**src/rtl/demosaicPkg.sv**
```systemverilog
package demosaicPkg;

	typedef logic [7:0] PixelT;
	typedef logic [15:0] CoordT;
	typedef logic [31:0] ActivityT;
	typedef logic [7:0] ThresholdT;

	// Colour of the raw sample at a mosaic site
	typedef enum logic [1:0] {
		SiteGreen,
		SiteBlue,
		SiteRed
	} SiteT;

	// Enabled beats from the window centre to the registered output
	localparam int PipeDepth = 4;

	// Edge threshold used until the first frame has been measured
	localparam int ThresholdReset = 8;

	// Ascending activity bounds for small frames
	localparam ActivityT [3:0] ActivityBound = {
		32'd4096,
		32'd2048,
		32'd1024,
		32'd256
	};

	// Level i applies below bound i, the last one above all bounds
	localparam ThresholdT [4:0] ThresholdLevel = {
		8'd8,
		8'd15,
		8'd20,
		8'd40,
		8'd50
	};

endpackage

```
**src/rtl/bayerWindowIf.sv**
```systemverilog
interface bayerWindowIf
	import demosaicPkg::*;
();

	// Row 0 is the upper row, column 0 the left column
	PixelT [0:2][0:2] window;
	logic atTop;
	logic atBottom;
	logic atLeft;
	logic atRight;
	SiteT site;
	CoordT x;
	CoordT y;
	logic valid;
	logic frameEnd;

	modport source (
		output window, atTop, atBottom, atLeft, atRight,
		output site, x, y, valid, frameEnd
	);

	modport sink (
		input window, atTop, atBottom, atLeft, atRight,
		input site, x, y, valid, frameEnd
	);

endinterface

```
**src/rtl/greenEstimator.sv**
```systemverilog
module greenEstimator
	import demosaicPkg::*;
(
	input logic clk,
	input logic reset,
	input logic bayerValid,
	bayerWindowIf.sink win,
	output PixelT red,
	output PixelT green,
	output PixelT blue,
	output logic rgbValid,
	output CoordT xPos,
	output CoordT yPos,
	output ActivityT activitySample,
	output logic sampleValid,
	output logic frameDone
);

	// Direct neighbours, already zero outside the frame
	PixelT left;
	PixelT right;
	PixelT up;
	PixelT down;

	// Gradient stage
	PixelT gradH;
	PixelT gradV;
	PixelT estH;
	PixelT estV;
	PixelT center2;
	SiteT site2;
	CoordT x2;
	CoordT y2;
	logic valid2;
	logic frameEnd2;

	// Selection stage
	PixelT greenSel;
	PixelT center3;
	SiteT site3;
	CoordT x3;
	CoordT y3;
	logic valid3;
	logic frameEnd3;

	function automatic PixelT absDiff(PixelT a, PixelT b);
		return (a > b) ? a - b : b - a;
	endfunction

	function automatic PixelT floorMean(PixelT a, PixelT b);
		logic [8:0] total;
		total = {1'b0, a} + {1'b0, b};
		return total[8:1];
	endfunction

	assign left = win.window[1][0];
	assign right = win.window[1][2];
	assign up = win.window[0][1];
	assign down = win.window[2][1];

	always_ff @(posedge clk) begin
		if (reset) begin
			valid2 <= 1'b0;
			frameEnd2 <= 1'b0;
			valid3 <= 1'b0;
			frameEnd3 <= 1'b0;
		end else if (bayerValid) begin
			valid2 <= win.valid;
			frameEnd2 <= win.frameEnd;
			valid3 <= valid2;
			frameEnd3 <= frameEnd2;
		end
	end

	always_ff @(posedge clk) begin
		if (bayerValid) begin
			gradH <= absDiff(left, right);
			gradV <= absDiff(up, down);
			// At a border the one real neighbour is the estimate
			if (win.atLeft) begin
				estH <= right;
			end else if (win.atRight) begin
				estH <= left;
			end else begin
				estH <= floorMean(left, right);
			end
			if (win.atTop) begin
				estV <= down;
			end else if (win.atBottom) begin
				estV <= up;
			end else begin
				estV <= floorMean(up, down);
			end
			center2 <= win.window[1][1];
			site2 <= win.site;
			x2 <= win.x;
			y2 <= win.y;

			// Interpolate along the direction with the smaller gradient
			if (gradH > gradV) begin
				greenSel <= estV;
			end else if (gradH < gradV) begin
				greenSel <= estH;
			end else begin
				greenSel <= floorMean(estH, estV);
			end
			activitySample <= ActivityT'({1'b0, gradH} + {1'b0, gradV});
			center3 <= center2;
			site3 <= site2;
			x3 <= x2;
			y3 <= y2;
		end
	end

	// Pulses last one cycle and only follow a beat
	always_ff @(posedge clk) begin
		if (reset) begin
			sampleValid <= 1'b0;
			rgbValid <= 1'b0;
			frameDone <= 1'b0;
		end else begin
			sampleValid <= bayerValid && valid2 && (site2 != SiteGreen);
			rgbValid <= bayerValid && valid3;
			frameDone <= bayerValid && valid3 && frameEnd3;
		end
	end

	always_ff @(posedge clk) begin
		if (reset) begin
			red <= '0;
			green <= '0;
			blue <= '0;
			xPos <= '0;
			yPos <= '0;
		end else if (bayerValid && valid3) begin
			xPos <= x3;
			yPos <= y3;
			case (site3)
				SiteBlue: begin
					red <= '0;
					green <= greenSel;
					blue <= center3;
				end
				SiteRed: begin
					red <= center3;
					green <= greenSel;
					blue <= '0;
				end
				default: begin
					red <= '0;
					green <= center3;
					blue <= '0;
				end
			endcase
		end
	end

endmodule

```
**src/flat_wrapper.sv**
```systemverilog
// flat-port wrapper written by rule: the top's interface ports become plain ports
module greenEstimator_flat import demosaicPkg::*;
  (clk, reset, bayerValid, red, green, blue, rgbValid, xPos, yPos, activitySample, sampleValid, frameDone, win_window, win_atTop, win_atBottom, win_atLeft, win_atRight, win_site, win_x, win_y, win_valid, win_frameEnd);
  bayerWindowIf win_i ();
  input logic clk;
  input logic reset;
  input logic bayerValid;
  output PixelT red;
  output PixelT green;
  output PixelT blue;
  output logic rgbValid;
  output CoordT xPos;
  output CoordT yPos;
  output ActivityT activitySample;
  output logic sampleValid;
  output logic frameDone;
  input wire logic [$bits(win_i.window)-1:0] win_window;
  input wire logic [$bits(win_i.atTop)-1:0] win_atTop;
  input wire logic [$bits(win_i.atBottom)-1:0] win_atBottom;
  input wire logic [$bits(win_i.atLeft)-1:0] win_atLeft;
  input wire logic [$bits(win_i.atRight)-1:0] win_atRight;
  input wire logic [$bits(win_i.site)-1:0] win_site;
  input wire logic [$bits(win_i.x)-1:0] win_x;
  input wire logic [$bits(win_i.y)-1:0] win_y;
  input wire logic [$bits(win_i.valid)-1:0] win_valid;
  input wire logic [$bits(win_i.frameEnd)-1:0] win_frameEnd;
  assign win_i.window = win_window;
  assign win_i.atTop = win_atTop;
  assign win_i.atBottom = win_atBottom;
  assign win_i.atLeft = win_atLeft;
  assign win_i.atRight = win_atRight;
  assign win_i.site = win_site;
  assign win_i.x = win_x;
  assign win_i.y = win_y;
  assign win_i.valid = win_valid;
  assign win_i.frameEnd = win_frameEnd;
  greenEstimator u_core (.clk(clk), .reset(reset), .bayerValid(bayerValid), .win(win_i), .red(red), .green(green), .blue(blue), .rgbValid(rgbValid), .xPos(xPos), .yPos(yPos), .activitySample(activitySample), .sampleValid(sampleValid), .frameDone(frameDone));
endmodule
```
**config.mk**
```make
export PLATFORM = sky130hd
export DESIGN_NAME = greenEstimator_flat
export DESIGN_NICKNAME = d
export VERILOG_FILES = /design/src/rtl/demosaicPkg.sv /design/src/rtl/bayerWindowIf.sv /design/src/rtl/greenEstimator.sv /design/src/flat_wrapper.sv
export SDC_FILE = /design/constraint.sdc
export NUM_CORES = 1
export LEC_CHECK = 0
export BUFFER_PORTS_ARGS = -buffer_cell sky130_fd_sc_hd__buf_2
export CAP_MARGIN = 25
export CORE_ASPECT_RATIO = 0.6
export CORE_MARGIN = 2
export CORE_UTILIZATION = 40
export CTS_CLUSTER_DIAMETER = 50
export DETAILED_ROUTE_END_ITERATION = 8
export GPL_ROUTABILITY_DRIVEN = 0
export PLACE_DENSITY = 0.72
export SYNTH_ARGS = -nofsm -noshare
export SYNTH_HDL_FRONTEND = slang
export SYNTH_SLANG_ARGS = --single-unit
```
**constraint.sdc**
```tcl
create_clock -name clk -period 2.26 [get_ports clk]
set_clock_uncertainty 0.15 [all_clocks]
set_input_delay 0.226 -clock clk [delete_from_list [all_inputs] [get_ports clk]]
set_output_delay 0.226 -clock clk [all_outputs]
set_load 0.02 [all_outputs]
```
# Yosys cells after proc, flatten, opt, wreduce, memory -nomap -nowiden
# Index checks and enable logic that the tools add are counted.
# word_totals
reg_bits	219
inputBits	115
elab_cells	57
# op_classes
n_addsub	8
magnitude_cmp	4
n_eq_ne	2
muxes	11
reduce_logical	6
# op_table
op	count
two-way mux 8 bit	11
adder 8 x 8 -> 9 bit	4
subtractor 8 bit	4
greater-than comparator 8 bit	3
less-than comparator 8 bit	1
logical AND 1 bit	4
== test 2 x 1 -> 1 bit (second input constant)	1
== test 2 bit (second input constant)	1
nonzero test 2 bit	1
OR reduction 2 bit	1

# Depth between registers and ports, before layout
# Gate-level depths: netlist of run 1.
# depth
word_depth	3
depth_mapped	9
ltp_nobuf	8

# Worst setup path after synthesis of run 1
# No wires, ideal clock.
# synth_timing
kind	input to register
startpoint	input port win_window[40]
endpoint	register u_core.gradH[2], data pin
setup_ns	0.265
arrival_ns	1.824
path_slack_ns	0.021
cell_stages	8
n_path_buf	0
path_cell_list	inv_1 > ha_1 > fa_1 > and2b_1 > o2111ai_1 > a211oi_2 > o22ai_1 > nor3b_1
# synth_between
elab_chain_cells	2
elab_cells_between_ends	4
# synth_rtl
item	line	rtl
start, declared	flat_wrapper.sv:17	input wire logic [$bits(win_i.window)-1:0] win_window;
subtractor 8 bit or greater-than comparator 8 bit (tied branches)	greenEstimator.sv:47	return (a > b) ? a - b : b - a;
two-way mux 8 bit *	greenEstimator.sv:47	
end signal, assigned	greenEstimator.sv:77	gradH <= absDiff(left, right);
end, declared	greenEstimator.sv:26	PixelT gradH;
# Every way passes the cells marked *; elsewhere a longest branch is shown, timed or not.
# A chain may end at the register's enable or synchronous reset.

# Worst setup path in the final report of run 1
# layout_timing
startpoint	register u_core.gradH[2]
endpoint	register u_core.greenSel[5], data pin
# layout_between
elab_chain_cells	3
elab_cells_between_ends	4
# layout_rtl
item	line	rtl
less-than comparator 8 bit	greenEstimator.sv:102	end else if (gradH < gradV) begin
two-way mux 8 bit	greenEstimator.sv:102	
two-way mux 8 bit *	greenEstimator.sv:100	if (gradH > gradV) begin
end signal, assigned	greenEstimator.sv:101	greenSel <= estV;
end signal, assigned	greenEstimator.sv:103	greenSel <= estH;
end signal, assigned	greenEstimator.sv:105	greenSel <= floorMean(estH, estV);
end, declared	greenEstimator.sv:38	PixelT greenSel;
# Marks and branches as above.

==> results.md, run 1 <==
* Outcome: complete, but fails checks
* Failing checks: setup timing
* Die width at 207.0 um
* Reg2Reg Depth at 7
* Initial DRC count at 644
* # H-tree levels at 4
* Unrepaired setup endpoints after global routing: true
* Layout cells sized above 1 at 0.2655
* Top_reg_cell synth: edfxtp_1
* DRT Pass-1 Iters at 5
* Fin crit period at 2.303 ns
* Clk buf depth at 2
* Critical Path RT at 2.28 ns
* Hold Path Origin: win_window[10]
* DP Area at 11420 um2
* DR DRC count at 0
* Final Cycle Share at 1.019
* Ys async rst share at 0
* Cells after synthesis at 921
* Vias in the first global route at 7204
* Fillers at 2144
* Nets at 1375
* Relative slew slack at 0.4960
* Post-synthesis sequential area ratio at 0.5312
* DRT antenna net count at 0
* IO Pins at 206
* CTS tree: yes
* Skew-Pair Late Insertion Delay at 0.43 ns
* Root buf cell: clkbuf_16
* Dpl ws at -0.2314 ns
* Leak at 5.450 nW
* Slew @ Worst Pin at 0.7532 ns
* Tot Pwr at 9.610 mW
* FP Rows at 44
* Number of synthesized flops with an enable pin at 133
* MaxCap Viol Count at 0
* Core box area at 24220 um2
* Crit path capture type: flop
* Antenna fix cells at 0
* R2r setup slk at -0.04 ns
* PD cells at 754.4 nW/um2
* Critical Path Fanout Max at 6
* Clock sink count at 196
* Cell area after layout at 12740 um2
* PnR worst setup slack at -0.04324 ns
* Peak VDD IR at 0.0004111 V
* Global-route wire length before repair at 38.25 mm
* Initial antenna violation count at 0
* Via-per-instance ratio at 5.087
* Mean Syn Cell Area at 10.74 um2
* Hold path depth at 2
* Largest net degree at the start of global routing at 106
* Mapped Area at 9893 um2
* Critical path class: flop to flop
* Setup Viol. Count Final at 5
* R2r startpoint: u_core.gradH[2]
* Die Area at 26050 um2
* Hold crit path type: input pin to flop
* Post-DP HPWL at 17.74 mm
* WP data arrival at 2.33 ns
* CTS Buf Count at 17
* Final Hold Viols at 0
* Crit path launch type: flop
* Hold Crit Endpoint: u_core.estV[2]
* Clk slew on worst S/H paths at 0.08 ns
* Post-synthesis cell type count at 65
* FMAX at 0.4342 GHz
* Number of synthesized register bits at 196
* GRT Residual Overflow at 0
* Drt wl/cell at 16.39 um
* YS warnings at 0
* Gr usage total at 0.1858
* Port Buffers at 150
* Via Count at 7712
* Initial Utilization at 0.4084
* Max Slew Vio Count at 0
* Final WL at 24.84 mm
* Synthesis-to-finish area growth at 28.76%
* Die height at 125.8 um
* Reg2Reg Capture Point: u_core.greenSel[5]
## worst max path at each step
stage	from	end	cells after the start
floorplan	win_window[40]	u_core.gradH[2]	8
global placement	win_window[26]	u_core.gradH[7]	8
detailed placement	win_window[40]	u_core.gradH[4]	9
CTS	u_core.gradH[2]	u_core.greenSel[0]	7
global route	u_core.gradH[2]	u_core.greenSel[5]	7
finish	u_core.gradH[2]	u_core.greenSel[5]	7
## worst max-delay path: stages (launching register included)
cell and delay, ns:
edfxtp_1 0.53, ha_4 0.33, buf_6 0.10, nand3_4 0.08, or3_4 0.45, nand2_2 0.09
o31ai_2 0.07, mux2_4 0.25
## per-stage QoR
step	setup TNS [ns]	hold WS [ns]	cells	util
6_report	-0.1291	0.03544	1516	0.5259
5_1_grt	-0.2775	0.02909	1516	0.5259
4_1_cts	-0.07553	0.01493	1513	0.5177
3_5_place_dp	-2.896	0.2541	1432	0.4716
3_3_place_gp	-2.386	0.2506	1432	0.4716
2_1_floorplan	0	0.1749	943	-
## registers in the layout, indices dropped and copies added (netlist names), 9 cells and up
| register | count |
|---|---|
| u_core.activitySample | 9 |
| u_core.x2 | 16 |
| u_core.y2 | 16 |
| u_core.y3 | 16 |
| u_core.x3 | 16 |
| u_core.yPos | 16 |
| u_core.xPos | 16 |
## kinds of logic after synthesis
logic type,Yosys count,synth area share
AO/OA/AOI/OAI,214,0.1343
XOR/XNOR,17,0.01505
adder cells (fa/ha/maj),79,0.1060
buffers and inverters,133,0.06311
flip-flops,196,0.5312
multiplexers,30,0.03136
other,1,0.0003790
AND/OR/NAND/NOR,251,0.1186
## cells in the mapped netlist, types with 8 or more instances
library cell  number  area share
a211oi_1          24       0.018
a21o_1            10      0.0076
a21oi_1          102       0.052
buf_1              9      0.0034
buf_4             25       0.019
clkbuf_1          21      0.0080
dfxtp_1           63        0.13
edfxtp_1         133        0.40
fa_1               8       0.016
ha_1              71       0.090
inv_1             68       0.026
mux2i_1           22       0.022
nand2_1          114       0.043
nand2b_1           8      0.0051
nand3_1           30       0.015
nand3b_1           9      0.0068
nor2_1            38       0.014
nor3_1            17      0.0086
o21ai_0           26       0.013
xnor2_1           13       0.012
## layout by cell type, fill, tap and decap left out, types with 6 or more instances in the layout
master / Yosys / layout
buf_2: 7 / 149
edfxtp_1: 133 / 133
nand2_1: 114 / 108
a21oi_1: 102 / 98
buf_4: 25 / 84
inv_1: 68 / 68
ha_1: 71 / 64
dfxtp_1: 63 / 63
dlygate4sd3_1: 0 / 45
nor2_1: 38 / 36
nand3_1: 30 / 27
o21ai_0: 26 / 23
a211oi_1: 24 / 23
conb_1: 1 / 23
mux2i_1: 22 / 22
clkbuf_16: 0 / 18
nor3_1: 17 / 17
xnor2_1: 13 / 13
a21o_1: 10 / 10
nand3b_1: 9 / 9
nand2b_1: 8 / 7
fa_1: 8 / 7
nand2_2: 1 / 6
mux2_4: 0 / 6
ha_4: 0 / 6
## area by class of cell
| class | count | area (um2) | share of cell area |
|---|---|---|---|
| flip-flops and latches | 196 | 5255 | 0.4125 |
| repair buffers | 283 | 1909 | 0.1499 |
| multi-input cells | 615 | 4344 | 0.3410 |
| well taps | 322 | 402.9 | 0.03163 |
| clock inverters | 13 | 107.6 | 0.008447 |
| clock buffers | 19 | 464.2 | 0.03644 |
| inverters | 68 | 255.2 | 0.02004 |
## what timing repair did
action,CTS,global route
cloned,0,1
endpoints found under the setup margin,9,10
setup buffers,4,2
resized for setup,10,37
pin swaps,3,12
hold buffers,45,0
endpoints found under the hold margin,45,0
## layer usage
layer,wire length (um),GRT usage,vias up
met2,10900,0.2749,260
met1,12070,0.2739,3656
met4,401,0.05462,0
li1,-,-,3769
met3,1475,0.03840,27
met5,0,0,-
## power by group
part	total [mW]	internal [mW]	leakage, nW	switching (mW)
Clock	2.96	1.55	0.290	1.42
Combinational	2.28	1.05	3.35	1.23
Sequential	4.37	4.22	1.81	0.156
(Power assumes the default switching activity.)
==> run 2: changes to the inputs <==
Settings changed: CORE_ASPECT_RATIO 0.6 to not set.
==> results.md, run 2 (synthesized netlist as in run 1, its figures left out) <==
* Outcome: complete, no violations (was complete, but fails checks)
* CTS Buf Count at 17 (unchanged)
* Relative slew slack at 0.5975 (was 0.4960)
* Peak VDD IR at 0.0005844 V (was 0.0004111 V)
* Skew-Pair Late Insertion Delay at 0.43 ns (about the same)
* Via-per-instance ratio at 4.973 (was 5.087)
* PD cells at 758.6 nW/um2 (was 754.4 nW/um2)
* Unrepaired setup endpoints after global routing: true (unchanged)
* Root buf cell: clkbuf_16 (unchanged)
* Clk slew on worst S/H paths at 0.07 ns (was 0.08 ns)
* Fin Hold WS at 0.03296 ns (was 0.03544 ns)
* Hold crit path type: input pin to flop (unchanged)
* CTS tree: yes (unchanged)
* Final Hold Viols at 0 (unchanged)
* Clock sink count at 196 (unchanged)
* DR DRC count at 0 (unchanged)
* Setup Viol. Count Final at 0 (was 5)
* Clk buf depth at 2 (unchanged)
* Port Buffers at 150 (unchanged)
* Via Count at 7494 (was 7712)
* Post-DP HPWL at 15.78 mm (was 17.74 mm)
* Slew @ Worst Pin at 0.6038 ns (was 0.7532 ns)
* Die height at 161.3 um (was 125.8 um)
* MaxCap Viol Count at 0 (unchanged)
* PnR worst setup slack at 0.03239 ns (was -0.04324 ns)
* IO Pins at 206 (unchanged)
* FMAX at 0.4489 GHz (was 0.4342 GHz)
* Gr usage total at 0.1716 (was 0.1858)
* Critical path class: input pin to flop (was flop to flop)
* DRT Pass-1 Iters at 7 (was 5)
* Most frequent cells in the layout: buf_2 (148), edfxtp_1 (133), nand2_1 (113), a21oi_1 (100), buf_4 (73) (was buf_2 (149), edfxtp_1 (133), nand2_1 (108), a21oi_1 (98), buf_4 (84))
* Initial Utilization at 0.4068 (was 0.4084)
* Synthesis-to-finish area growth at 27.14% (was 28.76%)
* Final WL at 22.38 mm (was 24.84 mm)
* Nets at 1363 (was 1375)
* Tot Pwr at 9.541 mW (was 9.610 mW)
* Die width at 161.3 um (was 207.0 um)
* Dpl ws at -0.3129 ns (was -0.2314 ns)
* DRT antenna net count at 0 (unchanged)
* Layout cells sized above 1 at 0.2479 (was 0.2655)
* Hold path depth at 3 (was 2)
* Critical Path RT at 2.29 ns (was 2.28 ns)
* Die Area at 26010 um2 (was 26050 um2)
* Fin crit period at 2.228 ns (was 2.303 ns)
* Final core utilization at 0.5172 (was 0.5259)
* Fillers at 2113 (was 2144)
* GRT Residual Overflow at 0 (unchanged)
* Most common cell after layout, fill and taps aside: buf_2 (unchanged)
* Initial antenna violation count at 1 (was 0)
* Crit path capture type: flop (unchanged)
* Final Cycle Share at 0.9857 (was 1.019)
* Global-route wire length before repair at 35.71 mm (was 38.25 mm)
* FP Rows at 57 (was 44)
* Leak at 5.352 nW (was 5.450 nW)
* Initial DRC count at 641 (was 644)
* Largest net degree at the start of global routing at 71 (was 106)
* Reg2Reg Depth at 7 (unchanged)
* Crit path launch type: input pin (was flop)
* WP data arrival at 2.26 ns (was 2.33 ns)
* Max Slew Vio Count at 0 (unchanged)
* Drt wl/cell at 14.85 um (was 16.39 um)
* Critical Path Fanout Max at 4 (was 6)
* Core box area at 24320 um2 (was 24220 um2)
* Vias in the first global route at 7174 (was 7204)
* # H-tree levels at 4 (unchanged)
run 2: cell types whose count changed in the layout (fill, tap and decap cells not counted), sizes merged:
cell      previous run  this run
clkbuf              19        17
buf                238       226
diode                0         1
clkinvlp             0         1
inv                 77        75
clkinv               4         6
bufinv               0         1
run 2: repair_timing:
item                                   CTS  global route
pin swaps                                1             6
cloned                                   0             1
setup endpoints to repair                6            16
buffers inserted                         1             9
hold buffers                            45             0
endpoints found under the hold margin   45             0
gates resized for setup                  1            27
run 2: final timing paths:
kind                   endpoint  slack (ns)       startpoint
max             u_core.gradV[6]        0.03   win_window[14]
min reg2reg       u_core.x3[11]        0.27    u_core.x2[11]
min              u_core.estV[3]        0.03   win_window[11]
max reg2reg  u_core.greenSel[2]        0.05  u_core.gradV[1]
run 2: metal layers:
metal | up-vias | global-route usage | wire length [um]
li1 | 3747 | - | -
met1 | 3504 | 0.2237 | 10090
met2 | 215 | 0.2905 | 10780
met3 | 28 | 0.03570 | 1257
met4 | 0 | 0.04870 | 254
met5 | - | 0 | 0
run 2: cell type report:
class / count / area [um2] / share of cell area
Multi-Input combinational cell: 615 / 4209 / 0.3346
Inverter: 68 / 259.0 / 0.02059
Timing Repair Buffer: 271 / 1822 / 0.1448
Clock buffer: 17 / 425.4 / 0.03382
Tap cell: 324 / 405.4 / 0.03223
Antenna cell: 1 / 2.502 / 0.0001989
Sequential cell: 196 / 5255 / 0.4178
Clock inverter: 15 / 200.2 / 0.01592
run 2: through the flow:
step	setup TNS, ns	cells	instance area, um2
2_1_floorplan	0	943	9976
3_3_place_gp	-1.051	1418	11300
3_5_place_dp	-1.809	1418	11300
4_1_cts	0	1496	12390
5_1_grt	-0.1668	1506	12580
6_report	0	1507	12580
run 2: critical path, cell delays in order:
cell and delay (ns):
dlygate4sd3_1 0.53, buf_4 0.13, inv_1 0.04, ha_1 0.32
nand3_1 0.13, o32a_1 0.34, o21ai_4 0.08, buf_4 0.14
mux2i_1 0.21, xnor2_1 0.11
run 2: power by group:
| group | total (mW) | switching [mW] | leakage, nW | internal (mW) |
|---|---|---|---|---|
| logic | 2.07 | 1.14 | 3.24 | 0.922 |
| clock network | 3.11 | 1.49 | 0.305 | 1.62 |
| registers | 4.37 | 0.150 | 1.81 | 4.22 |
==> run 3: changes to the inputs <==
Settings changed: ABC_AREA set to 1, CELL_PAD_IN_SITES_DETAIL_PLACEMENT set to 2, CELL_PAD_IN_SITES_GLOBAL_PLACEMENT set to 2, CORE_UTILIZATION 40 to 30, PLACE_DENSITY 0.72 to 0.84.
==> results.md, run 3 <==
* Outcome: complete, no violations (unchanged)
* Final Cycle Share at 0.9747 (was 0.9857)
* Max Slew Vio Count at 0 (unchanged)
* Fin Hold WS at 0.02188 ns (was 0.03296 ns)
* Critical Path RT at 2.30 ns (was 2.29 ns)
* Drt wl/cell at 18.19 um (was 14.85 um)
* Leak at 5.982 nW (was 5.352 nW)
* Number of synthesized flops with an enable pin at 133 (unchanged)
* Most frequent cells in the layout: nand2_1 (231), buf_2 (149), edfxtp_1 (133), inv_1 (123), nor2_1 (116) (was buf_2 (148), edfxtp_1 (133), nand2_1 (113), a21oi_1 (100), buf_4 (73))
* Top_reg_cell synth: edfxtp_1 (unchanged)
* Layout cells sized above 1 at 0.1893 (was 0.2479)
* Post-synth top cells: nand2_1 (233), edfxtp_1 (133), inv_1 (123) (was edfxtp_1 (133), nand2_1 (114), a21oi_1 (102))
* Met1 WL at 13.28 mm (was 10.09 mm)
* CTS tree: yes (unchanged)
* Hold crit path type: input pin to flop (unchanged)
* Most common cell after layout, fill and taps aside: nand2_1 (was buf_2)
* FP Rows at 66 (was 57)
* Vias in the first global route at 9277 (was 7174)
* Post-DP HPWL at 22.91 mm (was 15.78 mm)
* Fillers at 3655 (was 2113)
* Post-synth top area share at 0.3986 (was 0.4037)
* Met2 Routed Length at 17.47 mm (was 10.78 mm)
* Met3 wire length at 1.060 mm (was 1.257 mm)
* Cells after synthesis at 1090 (was 921)
* FF+latch area at 5255 um2 (unchanged)
* Mapped Area at 10020 um2 (was 9893 um2)
* Critical path class: flop to flop (was input pin to flop)
* Fin crit period at 2.203 ns (was 2.228 ns)
* Global-route wire length before repair at 51.56 mm (was 35.71 mm)
* Synth top area cells: edfxtp_1 (40%), dfxtp_1 (13%), ha_1 (8.9%) (was edfxtp_1 (40%), dfxtp_1 (13%), ha_1 (9.0%))
* Nets at 1512 (was 1363)
* Final WL at 32.30 mm (was 22.38 mm)
* Core box area at 32700 um2 (was 24320 um2)
* Largest net degree at the start of global routing at 61 (was 71)
* Cell area after layout at 12620 um2 (was 12580 um2)
* PD cells at 778.4 nW/um2 (was 758.6 nW/um2)
* Final Non-Filler Cells at 1775 (was 1507)
* Post-synthesis cell type count at 39 (was 65)
* Area occupied by multi-input gates at 4078 um2 (was 4209 um2)
* Slew @ Worst Pin at 0.7173 ns (was 0.6038 ns)
* Root buf cell: clkbuf_16 (unchanged)
* Synth area leader: edfxtp_1 (unchanged)
* Dpl ws at -0.08674 ns (was -0.3129 ns)
* GRT Residual Overflow at 0 (unchanged)
* Number of synthesized register bits at 196 (unchanged)
* Skew-Pair Late Insertion Delay at 0.43 ns (about the same)
* Final core utilization at 0.3860 (was 0.5172)
* Fin Setup TNS at 0 ns (unchanged)
* DRT Pass-1 Iters at 4 (was 7)
* Critical Path Fanout Max at 6 (was 4)
* WP data arrival at 2.25 ns (was 2.26 ns)
* Crit path capture type: flop (unchanged)
* Die height at 186.8 um (was 161.3 um)
* Via-per-instance ratio at 4.634 (was 4.973)
* PnR worst setup slack at 0.05716 ns (was 0.03239 ns)
* Count leader, synth: nand2_1 (was edfxtp_1)
* Clk buf depth at 2 (unchanged)
* Setup Viol. Count Final at 0 (unchanged)
* DR DRC count at 0 (unchanged)
* Relative slew slack at 0.5213 (was 0.5975)
* Tot Pwr at 9.825 mW (was 9.541 mW)
* # H-tree levels at 4 (unchanged)
* MaxCap Viol Count at 0 (unchanged)
* DP Cell Count at 1689 (was 1418)
* Initial antenna violation count at 2 (was 1)
* Initial DRC count at 300 (was 641)
* Die width at 186.8 um (was 161.3 um)
* Peak VDD IR at 0.0003942 V (was 0.0005844 V)
* Ys async rst share at 0 (unchanged)
* Synthesis-to-finish area growth at 25.96% (was 27.14%)
* Gr usage total at 0.1878 (was 0.1716)
* Final Hold Viols at 0 (unchanged)
* Post-synthesis sequential area ratio at 0.5244 (was 0.5312)
* Initial Utilization at 0.3064 (was 0.4068)
* DRT antenna net count at 0 (unchanged)
* Via Count at 8226 (was 7494)
* Crit path launch type: flop (was input pin)
* Top Metal Used: met4 (unchanged)
* Die Area at 34880 um2 (was 26010 um2)
* Port Buffers at 150 (unchanged)
* Clock sink count at 196 (unchanged)
* CTS Buf Count at 17 (unchanged)
* DP Area at 11430 um2 (was 11300 um2)
* YS warnings at 0 (unchanged)
* FMAX at 0.4540 GHz (was 0.4489 GHz)
* Mean Syn Cell Area at 9.193 um2 (was 10.74 um2)
* Clk slew on worst S/H paths at 0.08 ns (was 0.07 ns)
* IO Pins at 206 (unchanged)
-- run 3: cell types whose count changed after synthesis, sizes merged, moves of 9 or more --
| cell | previous run | this run |
|---|---|---|
| nand2 | 115 | 238 |
| nor2 | 38 | 118 |
| inv | 68 | 130 |
| a21oi | 102 | 55 |
| o21ai | 27 | 71 |
| nand3 | 31 | 74 |
| a211oi | 25 | 2 |
| mux2i | 22 | 0 |
| xor2 | 4 | 19 |
| nor3 | 18 | 4 |
| o211ai | 0 | 10 |
| xnor2 | 13 | 3 |
| nand3b | 9 | 0 |
-- run 3: critical path: stages, from the launching register on --
cell and delay, ns:
edfxtp_1 0.42, ha_1 0.34, a21oi_1 0.17, nor2_1 0.08, nor2_1 0.13, buf_4 0.16, nand2_4 0.08, or2_2 0.28
nand3_1 0.08, nand2_1 0.05
-- run 3: path summary, 6_finish.rpt --
kind              startpoint                  to  slack, ns  depth (start not counted)
max reg2reg  u_core.gradH[5]  u_core.greenSel[4]       0.06                          9
min           win_window[12]      u_core.estV[4]       0.02                          3
max          u_core.gradH[5]  u_core.greenSel[4]       0.06                          9
min reg2reg     u_core.x2[1]        u_core.x3[1]       0.27                          0
-- run 3: repair_timing --
action                                 CTS  global route
setup buffers                            1             2
endpoints found under the hold margin   66             0
pin swaps                                0             2
hold buffers                            49             0
gates resized for setup                  2             9
cloned                                   0             0
setup endpoints to repair                1            13
-- run 3: routing by layer --
layer,up-vias,track usage
met5,-,0
met4,0,0.04701
met3,30,0.03047
met2,156,0.3625
met1,4068,0.2133
li1,3972,-
-- run 3: power breakdown --
| part | switching (mW) | total [mW] | internal [mW] |
|---|---|---|---|
| clock network | 1.63 | 3.15 | 1.52 |
| registers | 0.163 | 4.40 | 4.24 |
| logic | 1.39 | 2.27 | 0.874 |
-- run 3: final cells by class --
cell class | instances | area share
flip-flops and latches | 196 | 0.4163
multi-input cells | 726 | 0.3231
repair buffers | 244 | 0.1286
well taps | 442 | 0.04381
inverters | 133 | 0.03955
clock buffers | 18 | 0.03400
clock inverters | 14 | 0.01427
diodes | 2 | 0.0003965
-- run 3: logic make-up (layout without fill, tap and decap cells) --
logic type                 Yosys count  count (layout)  share of synthesized area
AOI/OAI and AO/OA                  158             158                    0.08715
xor gates and xnor gates            22              22                    0.01923
adders and majority gates           79              79                     0.1046
buffers and inverters              190             409                    0.08341
DFF                                196             196                     0.5244
other                                1              25                  0.0003742
and+or+nand+nor                    444             444                     0.1808
